--- src/design/dcache_pkg.sv ---
`default_nettype none

package dcache_pkg;

    ///////////////////////////////////////////////////////////////////////
    // geometry
    ///////////////////////////////////////////////////////////////////////
    localparam int NUM_WAYS       = 2;
    localparam int NUM_SETS       = 256;
    localparam int WORDS_PER_LINE = 4;
    localparam int TAG_W          = 20;
    localparam int INDEX_W        = 8;
    localparam int OFFSET_W       = 4;

    ///////////////////////////////////////////////////////////////////////
    // address fields and data
    ///////////////////////////////////////////////////////////////////////
    typedef logic [TAG_W-1:0]                   tag_t;
    typedef logic [INDEX_W-1:0]                 index_t;
    // upper two bits pick the word
    typedef logic [OFFSET_W-1:0]                offset_t;
    typedef logic [$clog2(WORDS_PER_LINE)-1:0]  word_sel_t;
    typedef logic [31:0]                        word_t;
    typedef logic [3:0]                         strb_t;
    // word 0 sits in the low bits
    typedef logic [WORDS_PER_LINE*32-1:0]       line_t;
    typedef logic [31:0]                        addr_t;

    // one cpu request with op high for store
    typedef struct packed {
        logic    op;
        tag_t    tag;
        index_t  index;
        offset_t offset;
        strb_t   wstrb;
        word_t   wdata;
    } cpu_req_t;

    typedef enum logic [2:0] {
        IDLE,
        LOOKUP,
        WRITEBACK,
        MISS,
        REFILL
    } ctrl_state_t;

endpackage

`default_nettype wire

--- src/design/store_merge.sv ---
`timescale 1ns/1ns
`default_nettype none

module store_merge (
    input  logic                 hit_store,
    input  logic                 refill,
    input  logic                 way,
    input  dcache_pkg::cpu_req_t cur_req,
    input  dcache_pkg::line_t    ret_data,
    input  dcache_pkg::line_t    cur_line,
    output logic [dcache_pkg::NUM_WAYS-1:0][dcache_pkg::WORDS_PER_LINE-1:0] bank_we,
    output dcache_pkg::line_t    wline
);
    import dcache_pkg::*;

    localparam int WW = $bits(word_t);

    word_sel_t wsel;
    line_t     base;
    word_t     old_word;
    word_t     new_word;

    assign wsel = cur_req.offset[OFFSET_W-1 -: $bits(word_sel_t)];

    always_comb begin
        // refill merges into memory data, hit store into the cached line
        base     = refill ? ret_data : cur_line;
        old_word = base[wsel*WW +: WW];
        for (int i = 0; i < $bits(strb_t); i++) begin
            new_word[i*8 +: 8] = cur_req.wstrb[i] ? cur_req.wdata[i*8 +: 8]
                                                  : old_word[i*8 +: 8];
        end
        wline = base;
        if (cur_req.op) begin
            wline[wsel*WW +: WW] = new_word;
        end

        bank_we = '0;
        if (refill) begin
            bank_we[way] = '1;
        end else if (hit_store) begin
            bank_we[way][wsel] = 1'b1;
        end
    end

endmodule

`default_nettype wire

--- config.mk ---
export PLATFORM = sky130hd
export DESIGN_NAME = store_merge
export DESIGN_NICKNAME = d
export VERILOG_FILES = /design/src/design/dcache_pkg.sv /design/src/design/store_merge.sv
export SDC_FILE = /design/constraint.sdc
export NUM_CORES = 1
export LEC_CHECK = 0
export BUFFER_PORTS_ARGS = -buffer_cell sky130_fd_sc_hd__buf_2
export CELL_PAD_IN_SITES_DETAIL_PLACEMENT = 0
export CELL_PAD_IN_SITES_GLOBAL_PLACEMENT = 1
export CORE_AREA = 3 3 177 179
export DETAILED_ROUTE_END_ITERATION = 6
export DIE_AREA = 0 0 180 182
export PLACE_DENSITY_LB_ADDON = 0.1
export SETUP_SLACK_MARGIN = 0.02
export SYNTH_ARGS = -nofsm -noshare
export SYNTH_HDL_FRONTEND = slang
export SYNTH_SLANG_ARGS = --single-unit
--- constraint.sdc ---
create_clock -name vclk -period 5.81
set_clock_uncertainty 0.2 [all_clocks]
set_input_delay 0.2905 -clock vclk [all_inputs]
set_output_delay 0.2905 -clock vclk [all_outputs]
set_load 0.02 [all_outputs]
==> flow_metrics.env <==
export IMPL_busiest_layer="met2"
export IMPL_drive_above_1_share=0.700
export IMPL_synth_area_um2=4740
export IMPL_fp_dieW_um=180
export IMPL_postSynthAreaPerCell_um2=9.03
export IMPL_end_kind="output pin"
export IMPL_yosysWarnings=0
export IMPL_grt_use_met3=0.0403
export IMPL_drc=0
export IMPL_worstPathMaxFanout=33
export IMPL_synth_nets=858
export IMPL_ir_drop_uv=29.3
export IMPL_grt_start_max_net_pins=68
export IMPL_hold_class="in2out"
export IMPL_critical_path_class="in2out"
export IMPL_fin_util=0.242
export IMPL_layout_worst_path_cycle_share=0.721
export IMPL_io_buffer_count=434
export IMPL_nets=1249
export IMPL_setup_viol_count_final=0
export IMPL_finalCriticalPeriod_ns=4.19
export IMPL_drt_wirelength_per_cell_um=21.6
export IMPL_initial_core_util=0.159
export IMPL_grt_overflow=0
export IMPL_drt_first_pass_iters=4
export IMPL_dr_first_iter_drc_count=206
export IMPL_report_final_slew_viol_count=0
export IMPL_critPathLaunchType="input port"
export IMPL_synth_cell_types=18
export IMPL_met1_usage=0.188
export IMPL_finalHoldViolCount=0
export IMPL_grt_pass1_vias=6200
export IMPL_fmax_mhz=239
export IMPL_synth_common_cells="133 x nand2_1, 128 x o21ai_1, 76 x mux2_4"
export IMPL_fin_setup_tns_ns=0
export IMPL_die_area_um2=32800
export IMPL_regArea_um2=0
export IMPL_antenna_found_initial=3
export IMPL_cts_resized=0
export IMPL_yosysMostFrequentCell="nand2_1"
export IMPL_place_hpwl_um=22100
export IMPL_worst_pin_slew_ns=1.14
export IMPL_powerDensity_nw_per_um2=105
export IMPL_row_count=63
export IMPL_vias=5772
export IMPL_wl_um=28200
export IMPL_die_h_um=182
export IMPL_synth_seq_area_share=0
export IMPL_cts_setup_buffers=0
export IMPL_maxCapViolCount=0
export IMPL_holdBufCountCts=0
export IMPL_via_per_inst=4.42
export IMPL_met2_usage=0.311
export IMPL_sequential_cell_total=0
export IMPL_n_clock_buffer=0
export IMPL_drtAntennaViolNets=0
export IMPL_p_leak_uw=0.00367
export IMPL_yosys_area_top_type_share=0.241
export IMPL_status="finished, final reports clean"
export IMPL_grt_pass1_wl_um=41000
export IMPL_coreArea_um2=29700
export IMPL_ios=464
export IMPL_worst_endpoint_required_ns=5.32
export IMPL_synth_cells=525
export IMPL_hold_slack_ns=0.732
export IMPL_area_growth_pct=51.9
export IMPL_track_usage=0.162
export IMPL_rsz0062_at_grt="false"
export IMPL_gp_congestion=0.754
export IMPL_maxSlewHeadroom=0.241
export IMPL_yosysTopAreaCell="mux2_4"
export IMPL_worst_endpoint_arrival_ns=3.70
export IMPL_synthTopCellsByArea="mux2_4 24%, mux2i_4 15%, mux4_2 15%"
==> stage by stage <==
step | instance area (µm²) | cells | power, µW | setup slack (ns)
final | 7200 | 1305 | 756 | 1.62
after global routing | 7190 | 1304 | 817 | 1.38
after CTS | 7190 | 1304 | 766 | 1.55
after detailed placement | 7190 | 1304 | 764 | 1.57
after global placement | 7190 | 1304 | 768 | 1.58
after floorplan | 4740 | 525 | 481 | 2.98
==> worst max-delay path, stage by stage <==
cell and delay (ns):
buf_2 0.12, inv_2 0.44, ha_1 0.31, nand2_2 0.57, or4b_2 1.35, o21ai_1 0.37
buf_2 0.22
==> layout by cell type (no fill, tap or decap), drive strengths merged <==
cell   instances
buf          438
or4b           2
nor3           1
or4            1
nor2           4
mux4          32
ha             5
nand2        133
mux2i         32
nor2b          4
o21ai        128
inv            2
a21oi          4
diode          1
mux2         128
==> layer usage <==
metal  wire length, µm  vias up
met5                34        -
met4               321        6
met3              2250       20
met2             14700      304
met1             11000     2722
li1                  -     2720
==> logic make-up after synthesis <==
kind of cell | after synthesis | share of synthesized area
multiplexers | 192 | 0.669
AO/OA/AOI/OAI | 132 | 0.139
AND/OR/NAND/NOR | 145 | 0.121
buffers and inverters | 51 | 0.0581
adder cells (fa/ha/maj) | 5 | 0.0132
==> where the power goes <==
part | total (µW) | switching [µW] | internal, µW
Combinational | 756 | 411 | 345
Sequential | 0 | 0 | 0
Clock | 0.0000231 | 0 | 0.0000231
Total | 756 | 411 | 345
==> final timing paths <==
kind                        start          to  cells after the start
worst min-delay path          way  bank_we[0]                      3
worst max-delay path  cur_req[39]   wline[58]                      7
==> final cells by class <==
cell class         count  area [µm²]
well taps            390         488
diodes                 1        2.50
multi-input cells    474        4480
fillers             3388       22500
inverters              2        7.51
repair buffers       438        2220
Note: power is estimated with default switching activity, not from simulation.
