<file path="config.mk">
export PLATFORM = sky130hd
export DESIGN_NAME = cache_ctrl
export DESIGN_NICKNAME = d
export VERILOG_FILES = /design/src/design/dcache_pkg.sv /design/src/design/cache_ctrl.sv
export SDC_FILE = /design/constraint.sdc
export NUM_CORES = 1
export LEC_CHECK = 0
export BUFFER_PORTS_ARGS = -buffer_cell sky130_fd_sc_hd__buf_2
export CAP_MARGIN = 15
export CORE_AREA = 3 3 327 329
export DETAILED_ROUTE_END_ITERATION = 10
export DIE_AREA = 0 0 330 332
export PLACE_DENSITY = 0.31
export SYNTH_ARGS = -nofsm -noshare
export SYNTH_HDL_FRONTEND = slang
export SYNTH_SLANG_ARGS = --single-unit
</file>
<file path="constraint.sdc">
create_clock -name clk -period 9.4 [get_ports clk]
set_input_delay 0.94 -clock clk [delete_from_list [all_inputs] [get_ports clk]]
set_output_delay 0.94 -clock clk [all_outputs]
set_load 0.03 [all_outputs]
</file>
<file path="src/design/dcache_pkg.sv">
`default_nettype none

package dcache_pkg;

    ///////////////////////////////////////////////////////////////////////
    // geometry
    ///////////////////////////////////////////////////////////////////////
    localparam int NUM_WAYS       = 2;
    localparam int NUM_SETS       = 256;
    localparam int WORDS_PER_LINE = 4;
    localparam int TAG_W          = 20;
    localparam int INDEX_W        = 8;
    localparam int OFFSET_W       = 4;

    ///////////////////////////////////////////////////////////////////////
    // address fields and data
    ///////////////////////////////////////////////////////////////////////
    typedef logic [TAG_W-1:0]                   tag_t;
    typedef logic [INDEX_W-1:0]                 index_t;
    // upper two bits pick the word
    typedef logic [OFFSET_W-1:0]                offset_t;
    typedef logic [$clog2(WORDS_PER_LINE)-1:0]  word_sel_t;
    typedef logic [31:0]                        word_t;
    typedef logic [3:0]                         strb_t;
    // word 0 sits in the low bits
    typedef logic [WORDS_PER_LINE*32-1:0]       line_t;
    typedef logic [31:0]                        addr_t;

    // one cpu request with op high for store
    typedef struct packed {
        logic    op;
        tag_t    tag;
        index_t  index;
        offset_t offset;
        strb_t   wstrb;
        word_t   wdata;
    } cpu_req_t;

    typedef enum logic [2:0] {
        IDLE,
        LOOKUP,
        WRITEBACK,
        MISS,
        REFILL
    } ctrl_state_t;

endpackage

`default_nettype wire

</file>
<file path="src/design/cache_ctrl.sv">
`timescale 1ns/1ns
`default_nettype none

module cache_ctrl (
    input  logic                 clk,
    input  logic                 reset,
    input  logic                 req_valid,
    input  dcache_pkg::cpu_req_t req,
    output logic                 addr_ok,
    output logic                 data_ok,
    output dcache_pkg::word_t    rdata,
    output logic                 rd_req,
    output dcache_pkg::addr_t    rd_addr,
    input  logic                 rd_rdy,
    input  logic                 ret_valid,
    input  dcache_pkg::line_t    ret_data,
    output logic                 wr_req,
    output dcache_pkg::addr_t    wr_addr,
    output dcache_pkg::line_t    wr_data,
    input  logic                 wr_rdy,
    output dcache_pkg::index_t   set_index,
    input  dcache_pkg::tag_t     way_tag [dcache_pkg::NUM_WAYS],
    input  logic [dcache_pkg::NUM_WAYS-1:0] way_valid,
    input  logic [dcache_pkg::NUM_WAYS-1:0] way_dirty,
    input  logic                 victim_bit,
    input  dcache_pkg::line_t    way_line [dcache_pkg::NUM_WAYS],
    output logic                 tag_we,
    output logic                 fill_way,
    output dcache_pkg::tag_t     fill_tag,
    output logic                 dirty_set,
    output logic                 dirty_clr,
    output logic                 hit_store,
    output logic                 refill,
    output logic                 hit_way,
    output dcache_pkg::cpu_req_t cur_req
);
    import dcache_pkg::*;

    ctrl_state_t state;
    ctrl_state_t state_nxt;
    logic [NUM_WAYS-1:0] hit_vec;
    logic      hit;
    logic      hit_idx;
    logic      pick_way;
    logic      victim_q;
    word_sel_t wsel;
    line_t     src_line;

    ///////////////////////////////////////////////////////////////////////
    // request latch and state
    ///////////////////////////////////////////////////////////////////////
    always_ff @(posedge clk) begin
        if (req_valid && addr_ok) begin
            cur_req <= req;
        end
    end

    always_ff @(posedge clk) begin
        if (reset) begin
            state    <= IDLE;
            victim_q <= 1'b0;
        end else begin
            state <= state_nxt;
            // victim chosen in lookup and kept until the refill ends
            if (state == LOOKUP && !hit) begin
                victim_q <= pick_way;
            end
        end
    end

    ///////////////////////////////////////////////////////////////////////
    // hit and victim choice
    ///////////////////////////////////////////////////////////////////////
    always_comb begin
        for (int w = 0; w < NUM_WAYS; w++) begin
            hit_vec[w] = way_valid[w] && (way_tag[w] == cur_req.tag);
        end
    end

    assign hit     = |hit_vec;
    assign hit_idx = hit_vec[1];

    // free way first, then the per-set victim bit
    always_comb begin
        if (!way_valid[0]) begin
            pick_way = 1'b0;
        end else if (!way_valid[1]) begin
            pick_way = 1'b1;
        end else begin
            pick_way = victim_bit;
        end
    end

    always_comb begin
        state_nxt = state;
        case (state)
            IDLE: begin
                if (req_valid) begin
                    state_nxt = LOOKUP;
                end
            end
            LOOKUP: begin
                if (hit) begin
                    state_nxt = IDLE;
                end else if (way_valid[pick_way] && way_dirty[pick_way]) begin
                    state_nxt = WRITEBACK;
                end else begin
                    state_nxt = MISS;
                end
            end
            WRITEBACK: begin
                if (wr_rdy) begin
                    state_nxt = MISS;
                end
            end
            MISS: begin
                if (rd_rdy) begin
                    state_nxt = REFILL;
                end
            end
            REFILL: begin
                if (ret_valid) begin
                    state_nxt = IDLE;
                end
            end
            default: state_nxt = IDLE;
        endcase
    end

    ///////////////////////////////////////////////////////////////////////
    // port outputs and array commands
    ///////////////////////////////////////////////////////////////////////
    assign addr_ok   = (state == IDLE);
    assign data_ok   = (state == LOOKUP && hit) || (state == REFILL && ret_valid);
    assign set_index = (state == IDLE) ? req.index : cur_req.index;

    assign rd_req  = (state == MISS);
    assign rd_addr = {cur_req.tag, cur_req.index, {OFFSET_W{1'b0}}};
    assign wr_req  = (state == WRITEBACK);
    assign wr_addr = {way_tag[victim_q], cur_req.index, {OFFSET_W{1'b0}}};
    assign wr_data = way_line[victim_q];

    assign hit_store = (state == LOOKUP) && hit && cur_req.op;
    assign refill    = (state == REFILL) && ret_valid;
    assign tag_we    = refill;
    assign fill_way  = victim_q;
    assign fill_tag  = cur_req.tag;
    assign dirty_set = hit_store || (refill && cur_req.op);
    assign dirty_clr = refill && !cur_req.op;
    // way written this cycle is the hit way or the fill way
    assign hit_way   = (state == REFILL) ? victim_q : hit_idx;

    // load word from the hit line or straight from memory
    assign wsel     = cur_req.offset[OFFSET_W-1 -: $bits(word_sel_t)];
    assign src_line = (state == REFILL) ? ret_data : way_line[hit_idx];
    assign rdata    = src_line[wsel*$bits(word_t) +: $bits(word_t)];

endmodule

`default_nettype wire

</file>
==> metrics.txt, run 1 <==
outcome complete, no violations; PortBufs 827; WP data required 8.46 ns; Synth Warn # 0; Num Clock Sinks 73; post-route setup TNS 0 ns; first-pass GRT wire length 104000 µm; die area 110000 µm²; total global-route track usage 13.5%; reg2reg start fill_tag[13]$_DFFE_PP_; Comb power frac 56.5%; hold path depth 2; Worst Hold Slack 0.730 ns; Sw Ratio 50.1%; Antenna Nets Post-Route 0; hold crit path type register to register; mux cell area share after synthesis 20.5%; Power Density 139 nW/µm²; Top delay family on crit path simple AND/OR/NAND/NOR gates; chip width 330 µm; Avg Cell Area, Syn 8.20 µm²; Post-synth EDFFs 69; Pint 0.000976 W; drt wl/cell 25.3 µm; CTS buffer count 9; Worst Min Path Start state[0]$_SDFFE_PP0P_; Final Cycle Share 59.0%; fillcell total 12110; part of the power in registers 24.2%; Max-cap violations 0; number of synthesized register bits 73; initial core utilization 8.32%; commonest non-fill, non-tap cell in the layout buf_2; sequential element share of the synthesized area 24.9%; DRT iter0 DRCs 651; Die Span Y 332 µm; Synth async-reset ratio 0%; Worst R2R Setup Slack 5.57 ns; critical path's slowest cell nand3_4; # IOs 836; Max Clock Freq 0.180 GHz; Clock Skew 0.0180 ns; Synth cell types 31; Static Leakage 5.91 nW; post-cts resize count 0; Register Area 2160 µm²; Final #Nets 2239; Synth Area in Simple Gates 27.6%; CTS tree done; Max Buffers Root-to-Sink 2; Crit Path Category primary input to output pin; CP peak stage delay 0.66 ns; CP Launch Type primary input; crit-path max FO 47; post-CTS setup buffer count 0; post-synthesis cell area 8640 µm²; Compound-Gate Fraction of Synth Area 11.3%; Core Footprint 104000 µm²; Switch Pwr 0.000979 W; wirelength, routed 79300 µm; H-tree levels 3; clock share of power 19.3%; arrival time worst endpoint 4.60 ns; Post-DP HPWL 66100 µm; Buf/Inv on CP 4; GPL Wtd Cong 0.821; Worst-Margin Slew 0.946 ns; Final setup viols 0; cts hold-fix bufs 0; unrepaired setup endpoints after global routing no; VDD IR max 0.000144 V; reg2reg end state[0]$_SDFFE_PP0P_; clock latency on the worst-skew pair 0.36 ns; DRT Pass-1 Iters 5; Main synth FF type edfxtp_1; Multi-input gate area 5540 µm²; final count of hold timing violations 0; fraction of layout cells with a size suffix above 1 59.3%; Setup crit end kind output pin; Worst-path clk slew 0.07 ns; Tmin final 5.54 ns; main combinational cell family by area after synthesis simple AND/OR/NAND/NOR gates; WHS Endpoint state[1]$_SDFFE_PP0P_; initial antenna violation count 39; number of global-route vias before repair 12114; Post-Synthesis Cells 1053; largest net degree at the start of global routing 75; crit-path cells buf_2 > xnor2_1 > nand4_1 > nor2_4 > buf_4 > nand3_4 > buf_4 > nand3_1 > a41oi_1 > a32o_1 > buf_2; FP Rows 118; adder-cell share of the synthesized area 0%; slew margin rel. 36.9%; root buf cell clkbuf_16; Remaining Overflow, GRT 0; Max Slew Vio Count 0; Register-to-Register Path Depth 9; DR vias/cell 3.78; DR vias 11833; most frequent cells in the layout buf_2 (827), nand3_1 (257), mux2_2 (157); DRC Markers 0; XOR/XNOR share of the synthesized area 4.06%; synthesis-to-finish area growth 62.6%
cells by family (layout without fill, tap and decap cells):
kind of cell,count (synthesis),count (layout)
AO/OA/AOI/OAI,137,137
XOR/XNOR,40,40
buffers and inverters,184,864
flip-flops,73,73
multiplexers,157,157
other,1,20
AND/OR/NAND/NOR,461,461
layout make-up:
type / count / area share, %
clock inverter: 7 / 0.588
clock buffer: 9 / 1.60
antenna: 12 / 0.214
tap: 1380 / 12.3
sequential: 73 / 15.3
multi-input combinational: 803 / 39.4
timing repair buffer: 846 / 30.5
inverter: 2 / 0.0534
worst max-delay path by stage:
stage	from	to	slack [ns]	cells past startpoint
final	way_tag[13]	rdata[0]	3.86	11
after global routing	way_tag[13]	rdata[0]	3.73	11
after CTS	fill_tag[13]$_DFFE_PP_	rdata[0]	3.82	10
after detailed placement	way_tag[13]	rdata[0]	3.83	11
after global placement	way_tag[13]	rdata[0]	3.85	11
after floorplan	way_tag[3]	hit_way	5.88	6
state kept, by name, indices dropped and copies added (netlist names):
signal	flops
state	3
cur_req	49
fill_tag	20
fill_way	1
stage by stage:
step           worst slack [ns]  cell area [µm²]  power, W  cells  util, %
2_1_floorplan              5.88             8660   0.00116   1060        -
4_1_cts                    3.82            14000   0.00200   3120     13.5
6_report                   3.86            14000   0.00195   3132     13.5
5_1_grt                    3.73            14000   0.00205   3122     13.5
3_5_place_dp               3.83            13700   0.00160   3104     13.2
3_3_place_gp               3.85            13700   0.00161   3104     13.2
power by group through the flow:
stage                     Combinational, W  Sequential (W)  Clock (W)
after floorplan                   0.000641        0.000524          0
after global placement             0.00113        0.000483          0
after detailed placement           0.00112        0.000483          0
after CTS                          0.00113        0.000477   0.000398
after global routing               0.00117        0.000481   0.000404
final                              0.00110        0.000473   0.000378
Yosys cell counts, drive strengths merged (2+ instances only):
master  instances  area (µm²)
and2            5        31.3
nor2b           4        25.0
mux2          157        1770
a32o           32         320
nor3            2        26.3
nand4         105         657
edfxtp         69        2070
xor2            7        61.3
or2             2        12.5
buf           116         748
inv             2        7.51
clkbuf         66         248
a41oi          32         280
nand2          72         270
o21ai           2        10.0
xnor2          33         289
nor4            4        31.3
dfxtp           4        80.1
nand3         258        1300
nor2            8        30.0
a21oi          68         340
worst reg2reg max path, cell delays in order, from the launching register on:
cell and delay, ns:
edfxtp_1 0.55, xnor2_1 0.36, nand4_1 0.32, nor2_4 0.18
buf_4 0.45, nand3_4 0.67, buf_4 0.64, nand4_1 0.35
a31o_2 0.14, a21oi_1 0.06
metal layers:
metal  vias to the layer above  routed length [µm]  GRT usage, %
li1                       5363                   -             -
met1                      5744               32600          16.5
met2                       609               38600          23.7
met3                        83                6780          4.23
met4                        34                 996          1.72
met5                         -                 227             0
Power figures use the tool's default switching activity.
==> run 2: changes to the inputs <==
--- a/config.mk
+++ b/config.mk
@@ -7,10 +7,10 @@
 export LEC_CHECK = 0
 export BUFFER_PORTS_ARGS = -buffer_cell sky130_fd_sc_hd__buf_2
 export CAP_MARGIN = 15
-export CORE_AREA = 3 3 327 329
+export CORE_AREA = 3 3 320 322
 export DETAILED_ROUTE_END_ITERATION = 10
-export DIE_AREA = 0 0 330 332
-export PLACE_DENSITY = 0.31
+export DIE_AREA = 0 0 323 325
+export PLACE_DENSITY = 0.32
 export SYNTH_ARGS = -nofsm -noshare
 export SYNTH_HDL_FRONTEND = slang
 export SYNTH_SLANG_ARGS = --single-unit
==> constraint.sdc (replaced) <==
create_clock -name clk -period 5.1 [get_ports clk]
set_input_delay 0.51 -clock clk [delete_from_list [all_inputs] [get_ports clk]]
set_output_delay 0.51 -clock clk [all_outputs]
set_load 0.03 [all_outputs]
==> metrics.txt, run 2 (synthesized netlist as in run 1, its figures left out) <==
outcome complete, no violations; largest net degree at the start of global routing 65; chip width 323 µm; DRT iter0 DRCs 756; wirelength, routed 77700 µm; FP Rows 116; Max Slew Vio Count 0; H-tree levels 3; post-route setup TNS 0 ns; WP data required 4.59 ns; DR vias/cell 3.88; largest reg by FF count cur_req; VDD IR max 0.000334 V; CTS buffer count 9; Crit Path Category register to output pin; Max Clock Freq 0.253 GHz; number of global-route vias before repair 12053; Worst-Margin Slew 0.902 ns; cts hold-fix bufs 0; Worst-path clk slew 0.07 ns; post-CTS setup buffer count 0; most frequent cells in the layout buf_2 (827), nand3_1 (257), mux2_2 (157); CTS tree done; dpl cells 3033; commonest non-fill, non-tap cell in the layout buf_2; Core Footprint 99900 µm²; Power Density 258 nW/µm²; Final setup viols 0; crit-path max FO 31; initial core utilization 8.65%; Max-cap violations 0; Setup crit end kind output pin; Post-DP HPWL 65600 µm; root buf cell clkbuf_16; non-filler cells, final 3055; number of flip-flops in the largest register 49; PortBufs 827; DRT Pass-1 Iters 8; DR vias 11849; final count of hold timing violations 0; Num Clock Sinks 73; Clock Skew 0.0125 ns; slew margin rel. 39.5%; Tmin final 3.95 ns; fraction of layout cells with a size suffix above 1 59.6%; DRC Markers 0; clock latency on the worst-skew pair 0.36 ns; Final #Nets 2250; Remaining Overflow, GRT 0; drt wl/cell 25.4 µm; CP Launch Type register; Antenna Nets Post-Route 0; initial antenna violation count 36; total global-route track usage 13.9%; unrepaired setup endpoints after global routing no; Static Leakage 6.01 nW; die area 105000 µm²; post-cts resize count 0; fin util 14.2%; Max Buffers Root-to-Sink 2; synthesis-to-finish area growth 63.8%; Final Cycle Share 77.4%; first-pass GRT wire length 102000 µm; GPL Wtd Cong 0.875; Die Span Y 325 µm; # IOs 836; hold crit path type primary input to register; arrival time worst endpoint 3.44 ns
==> run 2: cell count changes in the layout (fill, tap and decap cells not counted) <==
cell        before  now
clkinvlp_4       2    1
diode_2         12    6
clkinv_4         0    1
buf_12           0   11
==> run 2: routing by layer <==
metal / global-route usage [%] / vias up / part of all wire, %
li1: - / 5372 / -
met5: 0 / - / 0.32
met2: 23.8 / 621 / 48
met4: 2.32 / 40 / 1.6
met3: 5.34 / 80 / 9.7
met1: 16.6 / 5736 / 41
==> run 2: layout make-up <==
class / instances / area (µm²)
Clock buffer: 9 / 225
Sequential cell: 73 / 2160
Clock inverter: 7 / 83.8
Antenna cell: 6 / 15.0
Fill cell: 11635 / 85700
Timing Repair Buffer: 857 / 4500
Inverter: 2 / 7.51
Multi-Input combinational cell: 803 / 5540
Tap cell: 1298 / 1620
==> run 2: worst max-delay path: stages, from the launching register on <==
cell,delay (ns)
edfxtp_1,0.47
xnor2_1,0.31
nand4_1,0.30
nor3_4,0.76
buf_12,0.30
nand3_1,0.11
nand4_1,0.31
a32o_1,0.28
buf_2,0.23
==> run 2: power breakdown <==
part	switching [W]	internal, W	leakage (nW)
Clock	0.000310	0.000390	0.149
Combinational	0.00141	0.000669	5.17
Sequential	0.000104	0.000760	0.688
Total	0.00183	0.00182	6.01
==> run 2: metrics by stage <==
| step | instance area, µm² | total power (W) | setup WS (ns) | hold WS (ns) |
|---|---|---|---|---|
| 2_1_floorplan | 8660 | 0.00215 | 1.71 | 0.579 |
| 3_3_place_gp | 13800 | 0.00301 | 1.33 | 0.687 |
| 3_5_place_dp | 13800 | 0.00300 | 1.38 | 0.682 |
| 4_1_cts | 14100 | 0.00373 | 1.07 | 0.297 |
| 5_1_grt | 14100 | 0.00383 | 0.962 | 0.302 |
| 6_report | 14200 | 0.00364 | 1.15 | 0.323 |
==> run 2: path summary, 6_finish.rpt <==
check                              from                     end  slack, ns  depth (start not counted)
setup reg to reg  state[2]$_SDFFE_PP0P_   fill_tag[2]$_DFFE_PP_       2.40                          3
hold reg to reg   state[0]$_SDFFE_PP0P_   state[1]$_SDFFE_PP0P_       0.69                          3
hold / removal                  req[58]  fill_tag[10]$_DFFE_PP_       0.32                          1
setup / recovery  fill_tag[1]$_DFFE_PP_                rdata[0]       1.15                          8
==> run 3: changes to the inputs <==
--- a/config.mk
+++ b/config.mk
@@ -7,9 +7,9 @@
 export LEC_CHECK = 0
 export BUFFER_PORTS_ARGS = -buffer_cell sky130_fd_sc_hd__buf_2
 export CAP_MARGIN = 15
-export CORE_AREA = 3 3 320 322
+export CORE_AREA = 3 3 329 331
 export DETAILED_ROUTE_END_ITERATION = 10
-export DIE_AREA = 0 0 323 325
+export DIE_AREA = 0 0 332 334
 export PLACE_DENSITY = 0.32
 export SYNTH_ARGS = -nofsm -noshare
 export SYNTH_HDL_FRONTEND = slang
==> constraint.sdc (replaced) <==
create_clock -name clk -period 3.3 [get_ports clk]
set_input_delay 0.33 -clock clk [delete_from_list [all_inputs] [get_ports clk]]
set_output_delay 0.33 -clock clk [all_outputs]
set_load 0.03 [all_outputs]
==> metrics.txt, run 3 (synthesized netlist as in run 1, its figures left out) <==
CP peak stage delay 0.52 ns; Final setup viols 0; most frequent cells in the layout buf_2 (826), nand3_1 (256), mux2_2 (157); Power Density 384 nW/µm²; Final Cycle Share 96.7%; outcome complete, no violations; DRT Pass-1 Iters 7; Worst Hold Slack 0.151 ns; slew margin rel. 65.9%; # IOs 836; Crit Path Category register to output pin; post-route setup TNS 0 ns; largest net degree at the start of global routing 76; DRC Markers 0; Top delay family on crit path simple AND/OR/NAND/NOR gates; Critical Path Most Common Cell nand4_1; DR vias/cell 3.83; Post-DP HPWL 72300 µm; number of global-route vias before repair 12515; CTS buffer count 9; Worst-Margin Slew 0.512 ns; wirelength, routed 83200 µm; Clock Skew 0.0138 ns; VDD IR max 0.000395 V; Num Clock Sinks 73; arrival time worst endpoint 2.86 ns; H-tree levels 3; first-pass GRT wire length 110000 µm; initial antenna violation count 54; Core Footprint 105000 µm²; PortBufs 827; crit-path cells xnor2_1 > nand4_1 > nor2_4 > and2_4 > buf_12 > buf_4 > nand4_1 > nand3_1 > a32o_1 > buf_2; CTS tree done; total global-route track usage 14.1%; Tmin final 3.19 ns; FP Rows 119; number of flip-flops in the largest register 49; cell area after layout 15100 µm²; WP data required 2.97 ns; Max-cap violations 0; Max Clock Freq 0.313 GHz; initial core utilization 8.19%; Placed Area 14500 µm²; commonest non-fill, non-tap cell in the layout buf_2; crit-path max FO 25; critical path's slowest cell edfxtp_1; Worst-path clk slew 0.07 ns; largest reg by FF count cur_req; drt wl/cell 25.8 µm; DR vias 12356; Buf/Inv on CP 3; chip width 332 µm; final count of hold timing violations 0; Antenna Nets Post-Route 0; root buf cell clkbuf_16; Remaining Overflow, GRT 0; DRT iter0 DRCs 825; Max Slew Vio Count 0; Setup crit end kind output pin; fraction of layout cells with a size suffix above 1 61.5%; hold crit path type primary input to register; cts hold-fix bufs 0; clock latency on the worst-skew pair 0.35 ns; Die Span Y 334 µm; CP Launch Type register; Max Buffers Root-to-Sink 2; Final #Nets 2318; die area 111000 µm²; unrepaired setup endpoints after global routing no; Static Leakage 6.45 nW; synthesis-to-finish area growth 74.7%; GPL Wtd Cong 0.945
==> run 3: routing by layer <==
layer	part of all wire, %	routed length, µm	up-vias	global-route usage (%)
met5	0.28	230	-	0
met4	1.8	1500	36	2.80
met3	8.7	7260	97	4.53
met2	48	39700	714	23.9
met1	41	34500	5987	17.4
li1	-	-	5522	-
==> run 3: area by class of cell <==
class                      instances  area (µm²)
antenna                           17        42.5
clock buffer                      10         239
clock inverter                     6        87.6
fill                           12249       90300
inverter                           2        7.51
multi-input combinational        803        5580
sequential                        73        2160
tap                             1391        1740
timing repair buffer             925        5230
==> run 3: worst paths after layout <==
check                               from                     to  slack, ns  cells past startpoint
setup / recovery  fill_tag[11]$_DFFE_PP_              rdata[26]       0.11                     10
setup reg to reg  fill_tag[18]$_DFFE_PP_  fill_way$_SDFFE_PP0P_       1.07                      8
hold reg to reg    fill_way$_SDFFE_PP0P_  fill_way$_SDFFE_PP0P_       0.65                      2
hold / removal                   req[48]  fill_tag[0]$_DFFE_PP_       0.15                      1
==> run 3: through the flow <==
step	util, %	total power, W	setup slack [ns]	std cells
3_3_place_gp	13.8	0.00477	0.157	3179
3_5_place_dp	13.8	0.00474	0.171	3179
5_1_grt	14.3	0.00609	0.000562	3213
2_1_floorplan	-	0.00331	0.621	1060
6_report	14.3	0.00579	0.109	3227
4_1_cts	14.2	0.00591	0.0228	3200
==> run 3: power by group <==
group          internal [W]  leakage (nW)  switching (W)
Clock              0.000686         0.163       0.000423
Combinational       0.00112          5.60        0.00228
Sequential          0.00117         0.688       0.000103
Total               0.00298          6.45        0.00281
==> run 3: repair_timing <==
action | CTS | global route
setup endpoints to repair | 34 | 27
pin swaps | 1 | 3
gates cloned | 0 | 1
gates resized for setup | 5 | 4
setup buffers | 5 | 9
